--- config.mk ---
export PLATFORM = sky130hd
export DESIGN_NAME = axi_lite_bridge_top
export DESIGN_NICKNAME = d
export VERILOG_FILES = /design/src/axi_cfg_pkg.sv /design/src/axi_types_pkg.sv /design/src/axi_beat_if.sv /design/src/axi_lite_if.sv /design/src/id_fifo.sv /design/src/axi_burst_splitter.sv /design/src/axi_id_reflect.sv /design/src/lite_reg_file.sv /design/src/axi_lite_bridge_top.sv
export SDC_FILE = /design/constraint.sdc
export NUM_CORES = 1
export LEC_CHECK = 0
export BUFFER_PORTS_ARGS = -buffer_cell sky130_fd_sc_hd__buf_2
export CAP_MARGIN = 20
export CORE_UTILIZATION = 65
export DETAILED_ROUTE_END_ITERATION = 10
export PLACE_DENSITY = 0.94
export SYNTH_ARGS = -nofsm -noshare
export SYNTH_HDL_FRONTEND = slang
export SYNTH_SLANG_ARGS = --single-unit
--- constraint.sdc ---
create_clock -name clk_i -period 6 [get_ports clk_i]
set_input_delay 0.6 -clock clk_i [delete_from_list [all_inputs] [get_ports clk_i]]
set_output_delay 0.6 -clock clk_i [all_outputs]
set_load 0.01 [all_outputs]
--- src/axi_cfg_pkg.sv ---
/*
  Bridge widths and depths. DATA_W must be a multiple of 8, and every
  beat is full width. ID_FIFO_DEPTH limits the outstanding beats per direction.
*/
package axi_cfg_pkg;

  // Address and data bus widths
  localparam int unsigned ADDR_W = 32;
  localparam int unsigned DATA_W = 32;

  // Transaction ID width
  localparam int unsigned ID_W = 4;

  // AXI4 burst length field, holds beats minus one
  localparam int unsigned LEN_W = 8;

  // Register file size in words
  localparam int unsigned REG_WORDS = 16;

  // Outstanding IDs held per direction in the reflect stage
  localparam int unsigned ID_FIFO_DEPTH = 4;

endpackage

--- src/axi_types_pkg.sv ---
/*
  Bus payload types and response codes, sized from the config package.
  Only OKAY and SLVERR are ever produced.
*/
package axi_types_pkg;

  import axi_cfg_pkg::*;

  // Payload vectors
  typedef logic [ADDR_W-1:0]   addr_t;
  typedef logic [DATA_W-1:0]   data_t;
  typedef logic [DATA_W/8-1:0] strb_t;
  typedef logic [ID_W-1:0]     id_t;
  typedef logic [LEN_W-1:0]    len_t;
  typedef logic [1:0]          resp_t;

  // Response codes, ordered so a larger code is the worse one
  localparam resp_t RESP_OKAY   = 2'd0;
  localparam resp_t RESP_SLVERR = 2'd2;

  // Splitter write FSM
  typedef enum logic [1:0] {
    WR_IDLE,
    WR_ADDR,
    WR_DATA,
    WR_RESP
  } wr_state_e;

  // Splitter read FSM
  typedef enum logic [1:0] {
    RD_IDLE,
    RD_ADDR,
    RD_DATA
  } rd_state_e;

endpackage

--- src/axi_beat_if.sv ---
/*
  Single-beat full AXI with IDs. No len or last fields, since every
  transfer on this bus is exactly one beat.
*/
interface axi_beat_if;

  import axi_types_pkg::*;

  // Write address
  logic  aw_valid;
  logic  aw_ready;
  id_t   aw_id;
  addr_t aw_addr;
  // Write data
  logic  w_valid;
  logic  w_ready;
  data_t w_data;
  strb_t w_strb;
  // Write response
  logic  b_valid;
  logic  b_ready;
  id_t   b_id;
  resp_t b_resp;
  // Read address
  logic  ar_valid;
  logic  ar_ready;
  id_t   ar_id;
  addr_t ar_addr;
  // Read data
  logic  r_valid;
  logic  r_ready;
  id_t   r_id;
  data_t r_data;
  resp_t r_resp;

  modport mgr (
    output aw_valid, aw_id, aw_addr, w_valid, w_data, w_strb, b_ready,
    output ar_valid, ar_id, ar_addr, r_ready,
    input  aw_ready, w_ready, b_valid, b_id, b_resp, ar_ready,
    input  r_valid, r_id, r_data, r_resp
  );

  modport sub (
    input  aw_valid, aw_id, aw_addr, w_valid, w_data, w_strb, b_ready,
    input  ar_valid, ar_id, ar_addr, r_ready,
    output aw_ready, w_ready, b_valid, b_id, b_resp, ar_ready,
    output r_valid, r_id, r_data, r_resp
  );

endinterface

--- src/axi_lite_if.sv ---
/*
  AXI4-Lite without PROT. Channels and handshakes as in AXI4, without
  IDs, bursts or last.
*/
interface axi_lite_if;

  import axi_types_pkg::*;

  // Write address
  logic  aw_valid;
  logic  aw_ready;
  addr_t aw_addr;
  // Write data
  logic  w_valid;
  logic  w_ready;
  data_t w_data;
  strb_t w_strb;
  // Write response
  logic  b_valid;
  logic  b_ready;
  resp_t b_resp;
  // Read address
  logic  ar_valid;
  logic  ar_ready;
  addr_t ar_addr;
  // Read data
  logic  r_valid;
  logic  r_ready;
  data_t r_data;
  resp_t r_resp;

  modport mgr (
    output aw_valid, aw_addr, w_valid, w_data, w_strb, b_ready,
    output ar_valid, ar_addr, r_ready,
    input  aw_ready, w_ready, b_valid, b_resp, ar_ready,
    input  r_valid, r_data, r_resp
  );

  modport sub (
    input  aw_valid, aw_addr, w_valid, w_data, w_strb, b_ready,
    input  ar_valid, ar_addr, r_ready,
    output aw_ready, w_ready, b_valid, b_resp, ar_ready,
    output r_valid, r_data, r_resp
  );

endinterface

--- src/id_fifo.sv ---
/*
  Fall-through ID FIFO. Head shows on data_o while not empty. Push when
  full and pop when empty are ignored.
*/
module id_fifo (
  input  logic                clk_i,
  input  logic                arst_n_i,
  input  logic                push_i,
  input  axi_types_pkg::id_t  data_i,
  input  logic                pop_i,
  output axi_types_pkg::id_t  data_o,
  output logic                full_o,
  output logic                empty_o
);

  import axi_cfg_pkg::*;
  import axi_types_pkg::*;

  localparam int unsigned PTR_W = (ID_FIFO_DEPTH > 1) ? $clog2(ID_FIFO_DEPTH) : 1;
  localparam int unsigned CNT_W = $clog2(ID_FIFO_DEPTH + 1);

  id_t              mem_q [ID_FIFO_DEPTH];
  logic [PTR_W-1:0] wr_ptr_q;
  logic [PTR_W-1:0] rd_ptr_q;
  logic [CNT_W-1:0] count_q;
  logic             do_push;
  logic             do_pop;

  assign full_o  = (count_q == CNT_W'(ID_FIFO_DEPTH));
  assign empty_o = (count_q == '0);
  // Head falls through, valid only while not empty
  assign data_o  = mem_q[rd_ptr_q];

  assign do_push = push_i & ~full_o;
  assign do_pop  = pop_i & ~empty_o;

  // Storage
  always_ff @(posedge clk_i) begin
    if (do_push) begin
      mem_q[wr_ptr_q] <= data_i;
    end
  end

  // Pointers wrap at the depth, count tracks occupancy
  always_ff @(posedge clk_i or negedge arst_n_i) begin
    if (!arst_n_i) begin
      wr_ptr_q <= '0;
      rd_ptr_q <= '0;
      count_q  <= '0;
    end else begin
      if (do_push) begin
        wr_ptr_q <= (wr_ptr_q == PTR_W'(ID_FIFO_DEPTH - 1)) ? '0 : wr_ptr_q + 1'b1;
      end
      if (do_pop) begin
        rd_ptr_q <= (rd_ptr_q == PTR_W'(ID_FIFO_DEPTH - 1)) ? '0 : rd_ptr_q + 1'b1;
      end
      // Push and pop together leave the count alone
      if (do_push && !do_pop) begin
        count_q <= count_q + 1'b1;
      end else if (do_pop && !do_push) begin
        count_q <= count_q - 1'b1;
      end
    end
  end

endmodule

--- src/axi_burst_splitter.sv ---
/*
  INCR bursts only, every beat full width. One write and one read burst
  at a time; beat count comes from len, so w_last_i is not checked.
*/
module axi_burst_splitter (
  input  logic                  clk_i,
  input  logic                  arst_n_i,
  // Upstream write address
  input  logic                  aw_valid_i,
  output logic                  aw_ready_o,
  input  axi_types_pkg::id_t    aw_id_i,
  input  axi_types_pkg::addr_t  aw_addr_i,
  input  axi_types_pkg::len_t   aw_len_i,
  // Upstream write data
  input  logic                  w_valid_i,
  output logic                  w_ready_o,
  input  axi_types_pkg::data_t  w_data_i,
  input  axi_types_pkg::strb_t  w_strb_i,
  input  logic                  w_last_i,
  // Upstream write response
  output logic                  b_valid_o,
  input  logic                  b_ready_i,
  output axi_types_pkg::id_t    b_id_o,
  output axi_types_pkg::resp_t  b_resp_o,
  // Upstream read address
  input  logic                  ar_valid_i,
  output logic                  ar_ready_o,
  input  axi_types_pkg::id_t    ar_id_i,
  input  axi_types_pkg::addr_t  ar_addr_i,
  input  axi_types_pkg::len_t   ar_len_i,
  // Upstream read data
  output logic                  r_valid_o,
  input  logic                  r_ready_i,
  output axi_types_pkg::id_t    r_id_o,
  output axi_types_pkg::data_t  r_data_o,
  output axi_types_pkg::resp_t  r_resp_o,
  output logic                  r_last_o,
  // Single-beat side
  axi_beat_if.mgr               beat_o
);

  import axi_cfg_pkg::*;
  import axi_types_pkg::*;

  // Write side
  wr_state_e        wr_state_q;
  id_t              wr_id_q;
  id_t              b_id_q;
  addr_t            wr_addr_q;
  len_t             wr_len_q;
  resp_t            wr_resp_q;
  // One extra bit so the W count can pass the last beat
  logic [LEN_W:0]   aw_cnt_q;
  logic [LEN_W:0]   w_cnt_q;
  len_t             b_cnt_q;
  logic             wr_busy;
  logic             w_allow;
  // Read side
  rd_state_e        rd_state_q;
  id_t              rd_id_q;
  addr_t            rd_addr_q;
  len_t             rd_len_q;
  len_t             ar_cnt_q;
  len_t             r_cnt_q;
  logic             rd_busy;

  assign wr_busy = (wr_state_q == WR_ADDR) || (wr_state_q == WR_DATA);
  // W beat k may go once AW beat k is on the bus
  assign w_allow = wr_busy && (w_cnt_q <= aw_cnt_q) && (w_cnt_q <= {1'b0, wr_len_q});

  assign aw_ready_o      = (wr_state_q == WR_IDLE);
  assign beat_o.aw_valid = (wr_state_q == WR_ADDR);
  assign beat_o.aw_id    = wr_id_q;
  assign beat_o.aw_addr  = wr_addr_q;
  // W passes straight through, gated by beat position
  assign beat_o.w_valid  = w_valid_i & w_allow;
  assign beat_o.w_data   = w_data_i;
  assign beat_o.w_strb   = w_strb_i;
  assign w_ready_o       = beat_o.w_ready & w_allow;
  // Beat responses are absorbed and merged here
  assign beat_o.b_ready  = wr_busy;
  assign b_valid_o       = (wr_state_q == WR_RESP);
  assign b_id_o          = b_id_q;
  assign b_resp_o        = wr_resp_q;

  // Write burst payload, address steps one word per issued beat
  always_ff @(posedge clk_i) begin
    if (aw_valid_i && aw_ready_o) begin
      wr_id_q   <= aw_id_i;
      wr_addr_q <= aw_addr_i;
      wr_len_q  <= aw_len_i;
    end else if (beat_o.aw_valid && beat_o.aw_ready) begin
      wr_addr_q <= wr_addr_q + addr_t'(DATA_W / 8);
    end
    // Outer B carries the ID reflected on the beat responses
    if (beat_o.b_valid && beat_o.b_ready) begin
      b_id_q <= beat_o.b_id;
    end
  end

  // Write FSM with independent issue, data and response counters
  always_ff @(posedge clk_i or negedge arst_n_i) begin
    if (!arst_n_i) begin
      wr_state_q <= WR_IDLE;
      aw_cnt_q   <= '0;
      w_cnt_q    <= '0;
      b_cnt_q    <= '0;
      wr_resp_q  <= RESP_OKAY;
    end else begin
      case (wr_state_q)
        WR_IDLE: begin
          if (aw_valid_i) begin
            wr_state_q <= WR_ADDR;
            aw_cnt_q   <= '0;
            w_cnt_q    <= '0;
            b_cnt_q    <= '0;
            wr_resp_q  <= RESP_OKAY;
          end
        end
        WR_RESP: begin
          if (b_ready_i) begin
            wr_state_q <= WR_IDLE;
          end
        end
        default: begin
          if (beat_o.aw_valid && beat_o.aw_ready) begin
            aw_cnt_q <= aw_cnt_q + 1'b1;
            if (aw_cnt_q == {1'b0, wr_len_q}) begin
              wr_state_q <= WR_DATA;
            end
          end
          if (beat_o.w_valid && beat_o.w_ready) begin
            w_cnt_q <= w_cnt_q + 1'b1;
          end
          // Worst response wins, SLVERR over OKAY
          if (beat_o.b_valid) begin
            if (beat_o.b_resp > wr_resp_q) begin
              wr_resp_q <= beat_o.b_resp;
            end
            b_cnt_q <= b_cnt_q + 1'b1;
            // Last beat B only comes after the last AW
            if (b_cnt_q == wr_len_q) begin
              wr_state_q <= WR_RESP;
            end
          end
        end
      endcase
    end
  end

  assign rd_busy         = (rd_state_q != RD_IDLE);
  assign ar_ready_o      = ~rd_busy;
  assign beat_o.ar_valid = (rd_state_q == RD_ADDR);
  assign beat_o.ar_id    = rd_id_q;
  assign beat_o.ar_addr  = rd_addr_q;
  // R beats pass through with their own response
  assign beat_o.r_ready  = r_ready_i & rd_busy;
  assign r_valid_o       = beat_o.r_valid & rd_busy;
  assign r_id_o          = beat_o.r_id;
  assign r_data_o        = beat_o.r_data;
  assign r_resp_o        = beat_o.r_resp;
  assign r_last_o        = (r_cnt_q == rd_len_q);

  // Read burst payload
  always_ff @(posedge clk_i) begin
    if (ar_valid_i && ar_ready_o) begin
      rd_id_q   <= ar_id_i;
      rd_addr_q <= ar_addr_i;
      rd_len_q  <= ar_len_i;
    end else if (beat_o.ar_valid && beat_o.ar_ready) begin
      rd_addr_q <= rd_addr_q + addr_t'(DATA_W / 8);
    end
  end

  // Read FSM, burst ends on the counted last R
  always_ff @(posedge clk_i or negedge arst_n_i) begin
    if (!arst_n_i) begin
      rd_state_q <= RD_IDLE;
      ar_cnt_q   <= '0;
      r_cnt_q    <= '0;
    end else if (rd_state_q == RD_IDLE) begin
      if (ar_valid_i) begin
        rd_state_q <= RD_ADDR;
        ar_cnt_q   <= '0;
        r_cnt_q    <= '0;
      end
    end else begin
      if (beat_o.ar_valid && beat_o.ar_ready) begin
        ar_cnt_q <= ar_cnt_q + 1'b1;
        if (ar_cnt_q == rd_len_q) begin
          rd_state_q <= RD_DATA;
        end
      end
      if (r_valid_o && r_ready_i) begin
        r_cnt_q <= r_cnt_q + 1'b1;
        if (r_last_o) begin
          rd_state_q <= RD_IDLE;
        end
      end
    end
  end

endmodule

--- src/axi_id_reflect.sv ---
/*
  Single-beat AXI to AXI4-Lite. Expects one beat per AW and AR, and a
  subordinate that answers in order. No added latency.
*/
module axi_id_reflect (
  input  logic     clk_i,
  input  logic     arst_n_i,
  axi_beat_if.sub  beat_i,
  axi_lite_if.mgr  lite_o
);

  import axi_types_pkg::*;

  logic aw_full;
  logic aw_empty;
  logic aw_push;
  logic aw_pop;
  logic ar_full;
  logic ar_empty;
  logic ar_push;
  logic ar_pop;
  id_t  aw_head_id;
  id_t  ar_head_id;

  // Write address, held off while the ID store is full
  assign lite_o.aw_valid = beat_i.aw_valid & ~aw_full;
  assign lite_o.aw_addr  = beat_i.aw_addr;
  assign beat_i.aw_ready = lite_o.aw_ready & ~aw_full;
  // Write data passes unchanged
  assign lite_o.w_valid  = beat_i.w_valid;
  assign lite_o.w_data   = beat_i.w_data;
  assign lite_o.w_strb   = beat_i.w_strb;
  assign beat_i.w_ready  = lite_o.w_ready;
  // Write response carries the oldest stored ID
  assign beat_i.b_valid  = lite_o.b_valid & ~aw_empty;
  assign beat_i.b_id     = aw_head_id;
  assign beat_i.b_resp   = lite_o.b_resp;
  assign lite_o.b_ready  = beat_i.b_ready & ~aw_empty;

  assign aw_push = beat_i.aw_valid & beat_i.aw_ready;
  assign aw_pop  = beat_i.b_valid & beat_i.b_ready;

  id_fifo i_aw_id_fifo (
    .clk_i    (clk_i),
    .arst_n_i (arst_n_i),
    .push_i   (aw_push),
    .data_i   (beat_i.aw_id),
    .pop_i    (aw_pop),
    .data_o   (aw_head_id),
    .full_o   (aw_full),
    .empty_o  (aw_empty)
  );

  // Read address and data, same scheme as the write side
  assign lite_o.ar_valid = beat_i.ar_valid & ~ar_full;
  assign lite_o.ar_addr  = beat_i.ar_addr;
  assign beat_i.ar_ready = lite_o.ar_ready & ~ar_full;
  assign beat_i.r_valid  = lite_o.r_valid & ~ar_empty;
  assign beat_i.r_id     = ar_head_id;
  assign beat_i.r_data   = lite_o.r_data;
  assign beat_i.r_resp   = lite_o.r_resp;
  assign lite_o.r_ready  = beat_i.r_ready & ~ar_empty;

  assign ar_push = beat_i.ar_valid & beat_i.ar_ready;
  assign ar_pop  = beat_i.r_valid & beat_i.r_ready;

  id_fifo i_ar_id_fifo (
    .clk_i    (clk_i),
    .arst_n_i (arst_n_i),
    .push_i   (ar_push),
    .data_i   (beat_i.ar_id),
    .pop_i    (ar_pop),
    .data_o   (ar_head_id),
    .full_o   (ar_full),
    .empty_o  (ar_empty)
  );

endmodule

--- src/lite_reg_file.sv ---
/*
  AXI4-Lite register file of REG_WORDS words from address 0. Addresses
  beyond the last word give SLVERR, write nothing and read zero.
*/
module lite_reg_file (
  input  logic     clk_i,
  input  logic     arst_n_i,
  axi_lite_if.sub  lite_i
);

  import axi_cfg_pkg::*;
  import axi_types_pkg::*;

  localparam int unsigned IDX_W = $clog2(REG_WORDS);

  data_t            regs_q [REG_WORDS];
  logic             b_valid_q;
  resp_t            b_resp_q;
  logic             r_valid_q;
  resp_t            r_resp_q;
  data_t            r_data_q;
  logic             wr_fire;
  logic             rd_fire;
  logic             wr_hit;
  logic             rd_hit;
  logic [IDX_W-1:0] wr_idx;
  logic [IDX_W-1:0] rd_idx;

  // AW and W are taken together, only with no B pending
  assign wr_fire = lite_i.aw_valid & lite_i.w_valid & ~b_valid_q;
  assign lite_i.aw_ready = wr_fire;
  assign lite_i.w_ready  = wr_fire;
  assign rd_fire = lite_i.ar_valid & ~r_valid_q;
  assign lite_i.ar_ready = ~r_valid_q;

  // Word decode
  assign wr_hit = (lite_i.aw_addr < addr_t'(REG_WORDS * 4));
  assign rd_hit = (lite_i.ar_addr < addr_t'(REG_WORDS * 4));
  assign wr_idx = lite_i.aw_addr[IDX_W+1:2];
  assign rd_idx = lite_i.ar_addr[IDX_W+1:2];

  assign lite_i.b_valid = b_valid_q;
  assign lite_i.b_resp  = b_resp_q;
  assign lite_i.r_valid = r_valid_q;
  assign lite_i.r_resp  = r_resp_q;
  assign lite_i.r_data  = r_data_q;

  // Registers, byte lanes written per strobe
  always_ff @(posedge clk_i or negedge arst_n_i) begin
    if (!arst_n_i) begin
      for (int i = 0; i < REG_WORDS; i++) begin
        regs_q[i] <= '0;
      end
    end else if (wr_fire && wr_hit) begin
      for (int b = 0; b < DATA_W / 8; b++) begin
        if (lite_i.w_strb[b]) begin
          regs_q[wr_idx][8*b +: 8] <= lite_i.w_data[8*b +: 8];
        end
      end
    end
  end

  // Response valids hold until accepted
  always_ff @(posedge clk_i or negedge arst_n_i) begin
    if (!arst_n_i) begin
      b_valid_q <= 1'b0;
      b_resp_q  <= RESP_OKAY;
      r_valid_q <= 1'b0;
      r_resp_q  <= RESP_OKAY;
    end else begin
      if (wr_fire) begin
        b_valid_q <= 1'b1;
        b_resp_q  <= wr_hit ? RESP_OKAY : RESP_SLVERR;
      end else if (lite_i.b_ready) begin
        b_valid_q <= 1'b0;
      end
      if (rd_fire) begin
        r_valid_q <= 1'b1;
        r_resp_q  <= rd_hit ? RESP_OKAY : RESP_SLVERR;
      end else if (lite_i.r_ready) begin
        r_valid_q <= 1'b0;
      end
    end
  end

  // Read data, zero on a decode miss
  always_ff @(posedge clk_i) begin
    if (rd_fire) begin
      r_data_q <= rd_hit ? regs_q[rd_idx] : '0;
    end
  end

endmodule

--- src/axi_lite_bridge_top.sv ---
/*
  Full AXI4 INCR bursts in, 16-word AXI4-Lite register file behind.
  No FIXED or WRAP bursts, narrow beats or atomics.
*/
module axi_lite_bridge_top (
  input  logic                  clk_i,
  input  logic                  arst_n_i,
  input  logic                  aw_valid_i,
  output logic                  aw_ready_o,
  input  axi_types_pkg::id_t    aw_id_i,
  input  axi_types_pkg::addr_t  aw_addr_i,
  input  axi_types_pkg::len_t   aw_len_i,
  input  logic                  w_valid_i,
  output logic                  w_ready_o,
  input  axi_types_pkg::data_t  w_data_i,
  input  axi_types_pkg::strb_t  w_strb_i,
  input  logic                  w_last_i,
  output logic                  b_valid_o,
  input  logic                  b_ready_i,
  output axi_types_pkg::id_t    b_id_o,
  output axi_types_pkg::resp_t  b_resp_o,
  input  logic                  ar_valid_i,
  output logic                  ar_ready_o,
  input  axi_types_pkg::id_t    ar_id_i,
  input  axi_types_pkg::addr_t  ar_addr_i,
  input  axi_types_pkg::len_t   ar_len_i,
  output logic                  r_valid_o,
  input  logic                  r_ready_i,
  output axi_types_pkg::id_t    r_id_o,
  output axi_types_pkg::data_t  r_data_o,
  output axi_types_pkg::resp_t  r_resp_o,
  output logic                  r_last_o
);

  // Splitter to reflect, then reflect to register file
  axi_beat_if beat ();
  axi_lite_if lite ();

  axi_burst_splitter i_axi_burst_splitter (
    .clk_i      (clk_i),
    .arst_n_i   (arst_n_i),
    .aw_valid_i (aw_valid_i),
    .aw_ready_o (aw_ready_o),
    .aw_id_i    (aw_id_i),
    .aw_addr_i  (aw_addr_i),
    .aw_len_i   (aw_len_i),
    .w_valid_i  (w_valid_i),
    .w_ready_o  (w_ready_o),
    .w_data_i   (w_data_i),
    .w_strb_i   (w_strb_i),
    .w_last_i   (w_last_i),
    .b_valid_o  (b_valid_o),
    .b_ready_i  (b_ready_i),
    .b_id_o     (b_id_o),
    .b_resp_o   (b_resp_o),
    .ar_valid_i (ar_valid_i),
    .ar_ready_o (ar_ready_o),
    .ar_id_i    (ar_id_i),
    .ar_addr_i  (ar_addr_i),
    .ar_len_i   (ar_len_i),
    .r_valid_o  (r_valid_o),
    .r_ready_i  (r_ready_i),
    .r_id_o     (r_id_o),
    .r_data_o   (r_data_o),
    .r_resp_o   (r_resp_o),
    .r_last_o   (r_last_o),
    .beat_o     (beat.mgr)
  );

  axi_id_reflect i_axi_id_reflect (
    .clk_i    (clk_i),
    .arst_n_i (arst_n_i),
    .beat_i   (beat.sub),
    .lite_o   (lite.mgr)
  );

  lite_reg_file i_lite_reg_file (
    .clk_i    (clk_i),
    .arst_n_i (arst_n_i),
    .lite_i   (lite.sub)
  );

endmodule

---- After elaboration in Yosys (flattened, before gate mapping) ----
Memory sizes are Yosys's and may differ from the RTL's. A register that Yosys moved wholly into a read port is not among the register bits.
Index checks and enable logic that the tools add are counted.
W data, S select, Z words.
cells by class
  equality and inequality tests ........... 17
  reduce and logical (&&, ||, !) cells .... 44
  multiplexer cells ....................... 74
  bitwise operators ....................... 33
  magnitude comparators ................... 8
  add/sub/neg operators ................... 15
operators with widths
  kind                     number
  $mux W512                7
  $bwmux W512              4
  $demux W32 S4            4
  $mux W32                 7
  $bmux W32 S4             1
  $add A32 B3 Y32 const B  2
  $lt A32 B7 Y1 const B    2
  $mux W8                  8
  $mux W2                  21
  $pmux W9 S2              2
  $mux W9                  3
  $reduce_bool A2 Y1       13
  $add A8 B1 Y8 const B    3
  $eq A8 B8 Y1             3
  $mux W24                 1
  $and A1 B1 Y1            23
  $add A9 B1 Y9 const B    2
  $mux W16                 1
  $pmux W8 S2              1
  $logic_and A1 B1 Y1      15
  $eq A2 B2 Y1 const B     6
  $mux W3                  4
  $ge A5 B5 Y1 const B     2
  $not A4 Y5               2
  other kinds (22)         54
storage, ports and cells
  memories ................................ 2
  flip-flop bits (word level) ............. 700
  memory bits (writable) .................. 32
  input port bits ......................... 132
memories
  memory                               words  bits a word  read ports  clocked after memory_dff  wr ports  RTL line       source
  i_axi_id_reflect.i_ar_id_fifo.mem_q  4      4            1           0                         1         id_fifo.sv:22  id_t mem_q [ID_FIFO_DEPTH];
  i_axi_id_reflect.i_aw_id_fifo.mem_q  4      4            1           1                         1         id_fifo.sv:22

---- Logic depth before layout (Yosys ltp) ----
  depth after elaboration ................. 17
  mapped depth ............................ 16
  gate-level depth less buffers ........... 14

---- By module ----
A second synthesis with hierarchy kept.
unflattened totals
  cell total of the unflattened synthesis .. 2,593
  area total of the unflattened synthesis .. 36,697.7 um2
modules (own cells, without submodules)
  module              cells each  times used  area an instance (um2)  seq. area each (um2)
  lite_reg_file       1,502       1           25,196.7                13,873.3
  axi_burst_splitter  825         1           8,287.9                 3,963.8
  id_fifo             58          2           1,046.0                 655.6
  axi_id_reflect      150         1           1,121.1                 0.0

---- Least setup slack after synthesis ----
No wires, ideal clock.
  path kind ............................... register -> register
  start ................................... register i_axi_burst_splitter.aw_cnt_q[1]
  end ..................................... register i_axi_id_reflect.i_aw_id_fifo.count_q[2]
  data arrival time ....................... 3.165 ns
  library setup time ...................... 0.079 ns
  cell stages (with the launch flop) ...... 17
  setup slack ............................. 2.756 ns
  data required time ...................... 5.921 ns
  clock period less this slack ............ 3.244 ns
  cell sequence ........................... dfrtp_1 -> inv_1 -> ha_1 -> nor2b_1 -> o21a_1 -> o211ai_1 -> and3_1 -> clkbuf_1 -> nand3_1 -> inv_2 -> buf_2 -> ha_1 -> inv_1 -> fa_1 -> xor2_1 -> nor2_1 -> xor2_1
on the way
  longest elaborated chain between the ends .. 12
  elaborated cells between the ends (all ways) .. 14
  classes of those cells .................. 1 x order compare; 1 x mux; 6 x bitwise; 6 x reduce/logical
RTL lines
  what                                             RTL line                   source
  start: declaration                               axi_burst_splitter.sv:53   logic [LEN_W:0] aw_cnt_q;
  start signal: assignment                         axi_burst_splitter.sv:127  aw_cnt_q <= aw_cnt_q + 1'b1;
  $le A9 B9 Y1 *                                   axi_burst_splitter.sv:69   assign w_allow = wr_busy && (w_cnt_q <= aw_cnt_q) && (w_cnt_q <= {1'b0, wr_len_q});
  $logic_and A1 B1 Y1 * (2 in series)              axi_burst_splitter.sv:69
  $and A1 B1 Y1 *                                  axi_burst_splitter.sv:76   assign beat_o.w_valid = w_valid_i & w_allow;
  $and A1 B1 Y1 * (2 in series)                    lite_reg_file.sv:30        assign wr_fire = lite_i.aw_valid & lite_i.w_valid & ~b_valid_q;
  $and A1 B1 Y1 *                                  axi_id_reflect.sv:28       assign beat_i.aw_ready = lite_o.aw_ready & ~aw_full;
  $and A1 B1 Y1 *                                  axi_id_reflect.sv:40       assign aw_push = beat_i.aw_valid & beat_i.aw_ready;
  $and A1 B1 Y1 *                                  id_fifo.sv:34              assign do_push = push_i & ~full_o;
  named net i_axi_id_reflect.i_aw_id_fifo.do_push  id_fifo.sv:26              logic do_push;
  $logic_not A1 Y1                                 id_fifo.sv:60              end else if (do_pop && !do_push) begin
  $logic_and A1 B1 Y1                              id_fifo.sv:60
  $reduce_bool A2 Y1 (no line)                     n/a
  end signal: assignment                           id_fifo.sv:59              count_q <= count_q + 1'b1;
  end signal: assignment                           id_fifo.sv:61              count_q <= count_q - 1'b1;
  end: declaration                                 id_fifo.sv:25              logic [CNT_W-1:0] count_q;
Mark *: on every way through the listed nets, which the timed path passes. The rest lies on a longest branch.
A chain may end at the register's enable or synchronous reset.

---- Worst setup path after layout ----
  start ................................... register i_axi_burst_splitter.w_cnt_q[6]
  end ..................................... register i_lite_reg_file.regs_q[380] (netlist name)
on the way
  longest elaborated chain between the ends .. 7
  elaborated cells between the ends (all ways) .. 8
  classes of those cells .................. 2 x order compare; 3 x bitwise; 3 x reduce/logical
RTL lines
  what                            RTL line                   source
  start: declaration              axi_burst_splitter.sv:54   logic [LEN_W:0] w_cnt_q;
  start signal: assignment        axi_burst_splitter.sv:133  w_cnt_q <= w_cnt_q + 1'b1;
  $le A9 B9 Y1                    axi_burst_splitter.sv:69
  $logic_and A1 B1 Y1             axi_burst_splitter.sv:69
  $logic_and A1 B1 Y1 *           axi_burst_splitter.sv:69
  $and A1 B1 Y1 *                 axi_burst_splitter.sv:76
  $and A1 B1 Y1 * (2 in series)   lite_reg_file.sv:30
  $logic_and A1 B1 Y1 *           lite_reg_file.sv:54        end else if (wr_fire && wr_hit) begin
  end signal: indexed assignment  lite_reg_file.sv:57        regs_q[wr_idx][8*b +: 8] <= lite_i.w_data[8*b +: 8];
  end: declaration                lite_reg_file.sv:16        data_t regs_q [REG_WORDS];
Mark *: on every way between the ends. The rest lies on a longest branch, timed or not.

==> flow_summary.yaml <==
outcome:
  outcome: "complete, no violations"
sta:
  post-route-period-util: 0.679
  drv_slew: 0
  skew_ns: 0.0302
  final.setup.tns_ns: 0
  fmax_mhz: 245
  min_period_ns: 4.07
  hold_viol_final: 0
  setup-violations-final: 0
  rsz0062_at_grt: "false"
  relSlewSlack: 0.152
  worst_slew_pin_slew_ns: 1.27
yosys:
  yosys_warnings: 0
  synth_area_sq_um: 35300
  yosysSeqAreaShare: 0.539
  ys_ff_latch: 729
  synth_flop_cell: "dfrtp_1"
  synth_async_sr_flop_share: 0.791
  synth.distinct_cells: 62
  synthCells: 2339
  synth-edff-count: 152
  syn_avg_cell_area_sq_um: 15.1
clock_tree:
  clk_path_buf_depth: 3
  worstSkewPairLatency_ns: 0.62
  clkTransAtPathRegs_ns: 0.06
  numCtsBuffers: 75
  cts-root-buf: "clkbuf_16"
  cts_tree: "built"
  clkSinkCount: 729
  htree_levels: 3
  cts_hold_buf: 0
  cts_resized: 0
  postCtsSetupBuffers: 0
setup_path:
  cp_data_required_time_ns: 6.49
  rr_worst_depth: 8
  crit_start: "i_axi_burst_splitter.w_cnt_q[6]$_DFFE_PN0P_"
  reg2reg_from: "i_axi_burst_splitter.w_cnt_q[6]$_DFFE_PN0P_"
  endpoint: "i_lite_reg_file.regs_q[380]$_DFFE_PN0P_"
  crit_arrival_ns: 4.57
  reg2reg_to: "i_lite_reg_file.regs_q[380]$_DFFE_PN0P_"
  start_kind: "flop"
  crit_type: "flop to flop"
  cp_max_fo: 16
  r2r_setup_slack_ns: 1.93
  critPathCaptureType: "flop"
layout:
  area_growth_syn_to_layout_pct: 10.9
  drive_above_1_share: 0.413
  nFillCells: 3029
  final_nets: 2662
power_and_ir_drop:
  power_w: 0.0140
  cellLeakagePower_nw: 18.5
  power_per_cell_area_nw_per_um2: 359
  peakVddDrop_mv: 0.358
die:
  pin_count: 182
  die_w_um: 235
  core-area_sq_um: 53700
  floorplan.initialDensity: 0.657
  rows: 85
  die_height_um: 235
  die-area_sq_um: 55200
detailed_routing:
  wl_per_cell_um: 24.7
  first_pass_iters: 5
  vias: 20800
  ant_nets: 0
  routed_wl_um: 80600
  drc_errors: 0
  drtIter0Drc: 1767
  viasPerCell: 6.38
global_routing:
  grt_pass1_vias: 22600
  antenna_found_initial: 14
  grt.overflow.total: 0
  grt_pass1_wl_um: 129000
  grtUsageTotal: 0.300
  grt_max_degree: 208
placement:
  numPortBuffers: 174
  dp_hpwl_um: 49000
  gp_congestion: 0.897
hold_path:
  min_path_type: "primary input to async pin"
run:
  drv_cap: 0
-- metrics by stage --
| stage | instances | instance area, sq um | hold slack [ns] | util | worst slack, ns |
|---|---|---|---|---|---|
| final | 3256 | 39100 | 0.0101 | 0.729 | 1.93 |
| after global routing | 3255 | 39100 | 0.0996 | 0.729 | 1.84 |
| after CTS | 3243 | 39100 | 0.0609 | 0.727 | 1.96 |
| after detailed placement | 3103 | 36500 | 0.482 | 0.680 | 2.04 |
| after global placement | 3102 | 36500 | 0.472 | 0.679 | 2.15 |
| after floorplan | 2340 | 35300 | 0.304 | - | 2.76 |
-- critical path: stages (launching register included) --
cell      delay (ns)
dfrtp_1         0.48
ha_1            0.36
a21o_1          0.20
a211o_2         0.34
o211ai_2        0.29
nand4_4         0.20
nand4b_4        0.78
nor2_2          0.84
mux2_2          0.42
-- placed cells by master, fill, tap and decap left out, types with 15 or more instances in the layout --
cell,n
a21oi_1,22
ha_1,42
clkbuf_1,21
xnor2_1,54
nor2_1,64
xor2_1,59
inv_1,37
dfrtp_1,577
and2_1,15
nor2b_1,36
clkbuf_16,79
o21ai_0,68
mux4_2,168
nand2b_1,20
nand2_1,137
nand3_1,50
buf_2,173
edfxtp_1,152
mux2_2,414
and3_1,19
mux2_4,104
nor2_8,40
nand4_1,30
-- worst min path at each step --
stage	startpoint	end	slack [ns]	cells after the start
floorplan	arst_n_i	i_axi_burst_splitter.ar_cnt_q[0]$_DFFE_PN0P_	0.30	0
global placement	i_lite_reg_file.lite_i.b_resp[1]$_DFFE_PN0N_	i_lite_reg_file.lite_i.b_resp[1]$_DFFE_PN0N_	0.47	2
detailed placement	i_lite_reg_file.lite_i.b_resp[1]$_DFFE_PN0N_	i_lite_reg_file.lite_i.b_resp[1]$_DFFE_PN0N_	0.48	2
CTS	arst_n_i	i_lite_reg_file.regs_q[227]$_DFFE_PN0P_	0.06	1
global route	arst_n_i	i_lite_reg_file.regs_q[227]$_DFFE_PN0P_	0.1	1
finish	arst_n_i	i_lite_reg_file.regs_q[227]$_DFFE_PN0P_	0.01	1
-- final cells by class --
type / count / area, sq um / share of cell area
Sequential cell: 729 / 19000 / 0.486
Multi-Input combinational cell: 1448 / 15400 / 0.394
Clock buffer: 110 / 2190 / 0.0561
Timing Repair Buffer: 190 / 1100 / 0.0280
Tap cell: 696 / 871 / 0.0223
Clock inverter: 30 / 364 / 0.00930
Inverter: 42 / 158 / 0.00403
Antenna cell: 11 / 27.5 / 0.000703
-- cells in the mapped netlist (all sizes together), types with 24 or more instances --
cell	count	area share
nor2b	36	0.0064
mux4	168	0.11
o21ai	68	0.0096
buf	40	0.0073
clkbuf	57	0.0061
edfxtp	152	0.13
nand4	31	0.0059
xnor2	54	0.013
nand3	50	0.0071
dfrtp	577	0.41
inv	41	0.0044
nand2	137	0.015
xor2	59	0.015
nor2	113	0.031
dlygate4sd3	24	0.0068
mux2	518	0.18
ha	42	0.015
-- cells by family after synthesis --
kind of cell	synth area share
adders and majority gates	0.0160
xor gates and xnor gates	0.0280
buffers and inverters	0.0246
DFF	0.539
muxes	0.285
AOI/OAI and AO/OA	0.0205
other	0.000106
and+or+nand+nor	0.0869
-- sequential cells by signal (all words and copies together) (netlist names), 3 cells and up --
register	cells
i_axi_burst_splitter.r_cnt_q	8
i_axi_id_reflect.i_aw_id_fifo.mem_q	16
i_axi_burst_splitter.ar_cnt_q	8
i_axi_burst_splitter.beat_o.aw_addr	30
i_axi_burst_splitter.wr_len_q	8
i_axi_burst_splitter.aw_cnt_q	9
i_axi_id_reflect.i_aw_id_fifo.count_q	3
i_lite_reg_file.lite_i.r_data	32
i_axi_burst_splitter.beat_o.aw_id	4
i_axi_id_reflect.i_ar_id_fifo.mem_q	16
i_axi_id_reflect.i_ar_id_fifo.count_q	3
i_lite_reg_file.regs_q	512
i_axi_burst_splitter.b_cnt_q	8
i_axi_burst_splitter.beat_o.ar_addr	30
i_axi_burst_splitter.beat_o.ar_id	4
i_axi_burst_splitter.rd_len_q	8
i_axi_burst_splitter.w_cnt_q	9
i_axi_burst_splitter.b_id_o	4
-- layer usage --
metal	vias up	share of wire	GRT usage
met4	6	0.037	0.129
met3	210	0.062	0.0572
li1	8955	-	-
met1	10800	0.38	0.385
met2	795	0.52	0.505
met5	-	0.00043	0
-- report_power, final --
part | leakage [nW] | switching, W | internal (W)
Sequential | 9.44 | 0.000463 | 0.00570
Clock | 1.26 | 0.00199 | 0.00286
Combinational | 7.80 | 0.00188 | 0.00116
(Power assumes the default switching activity.)
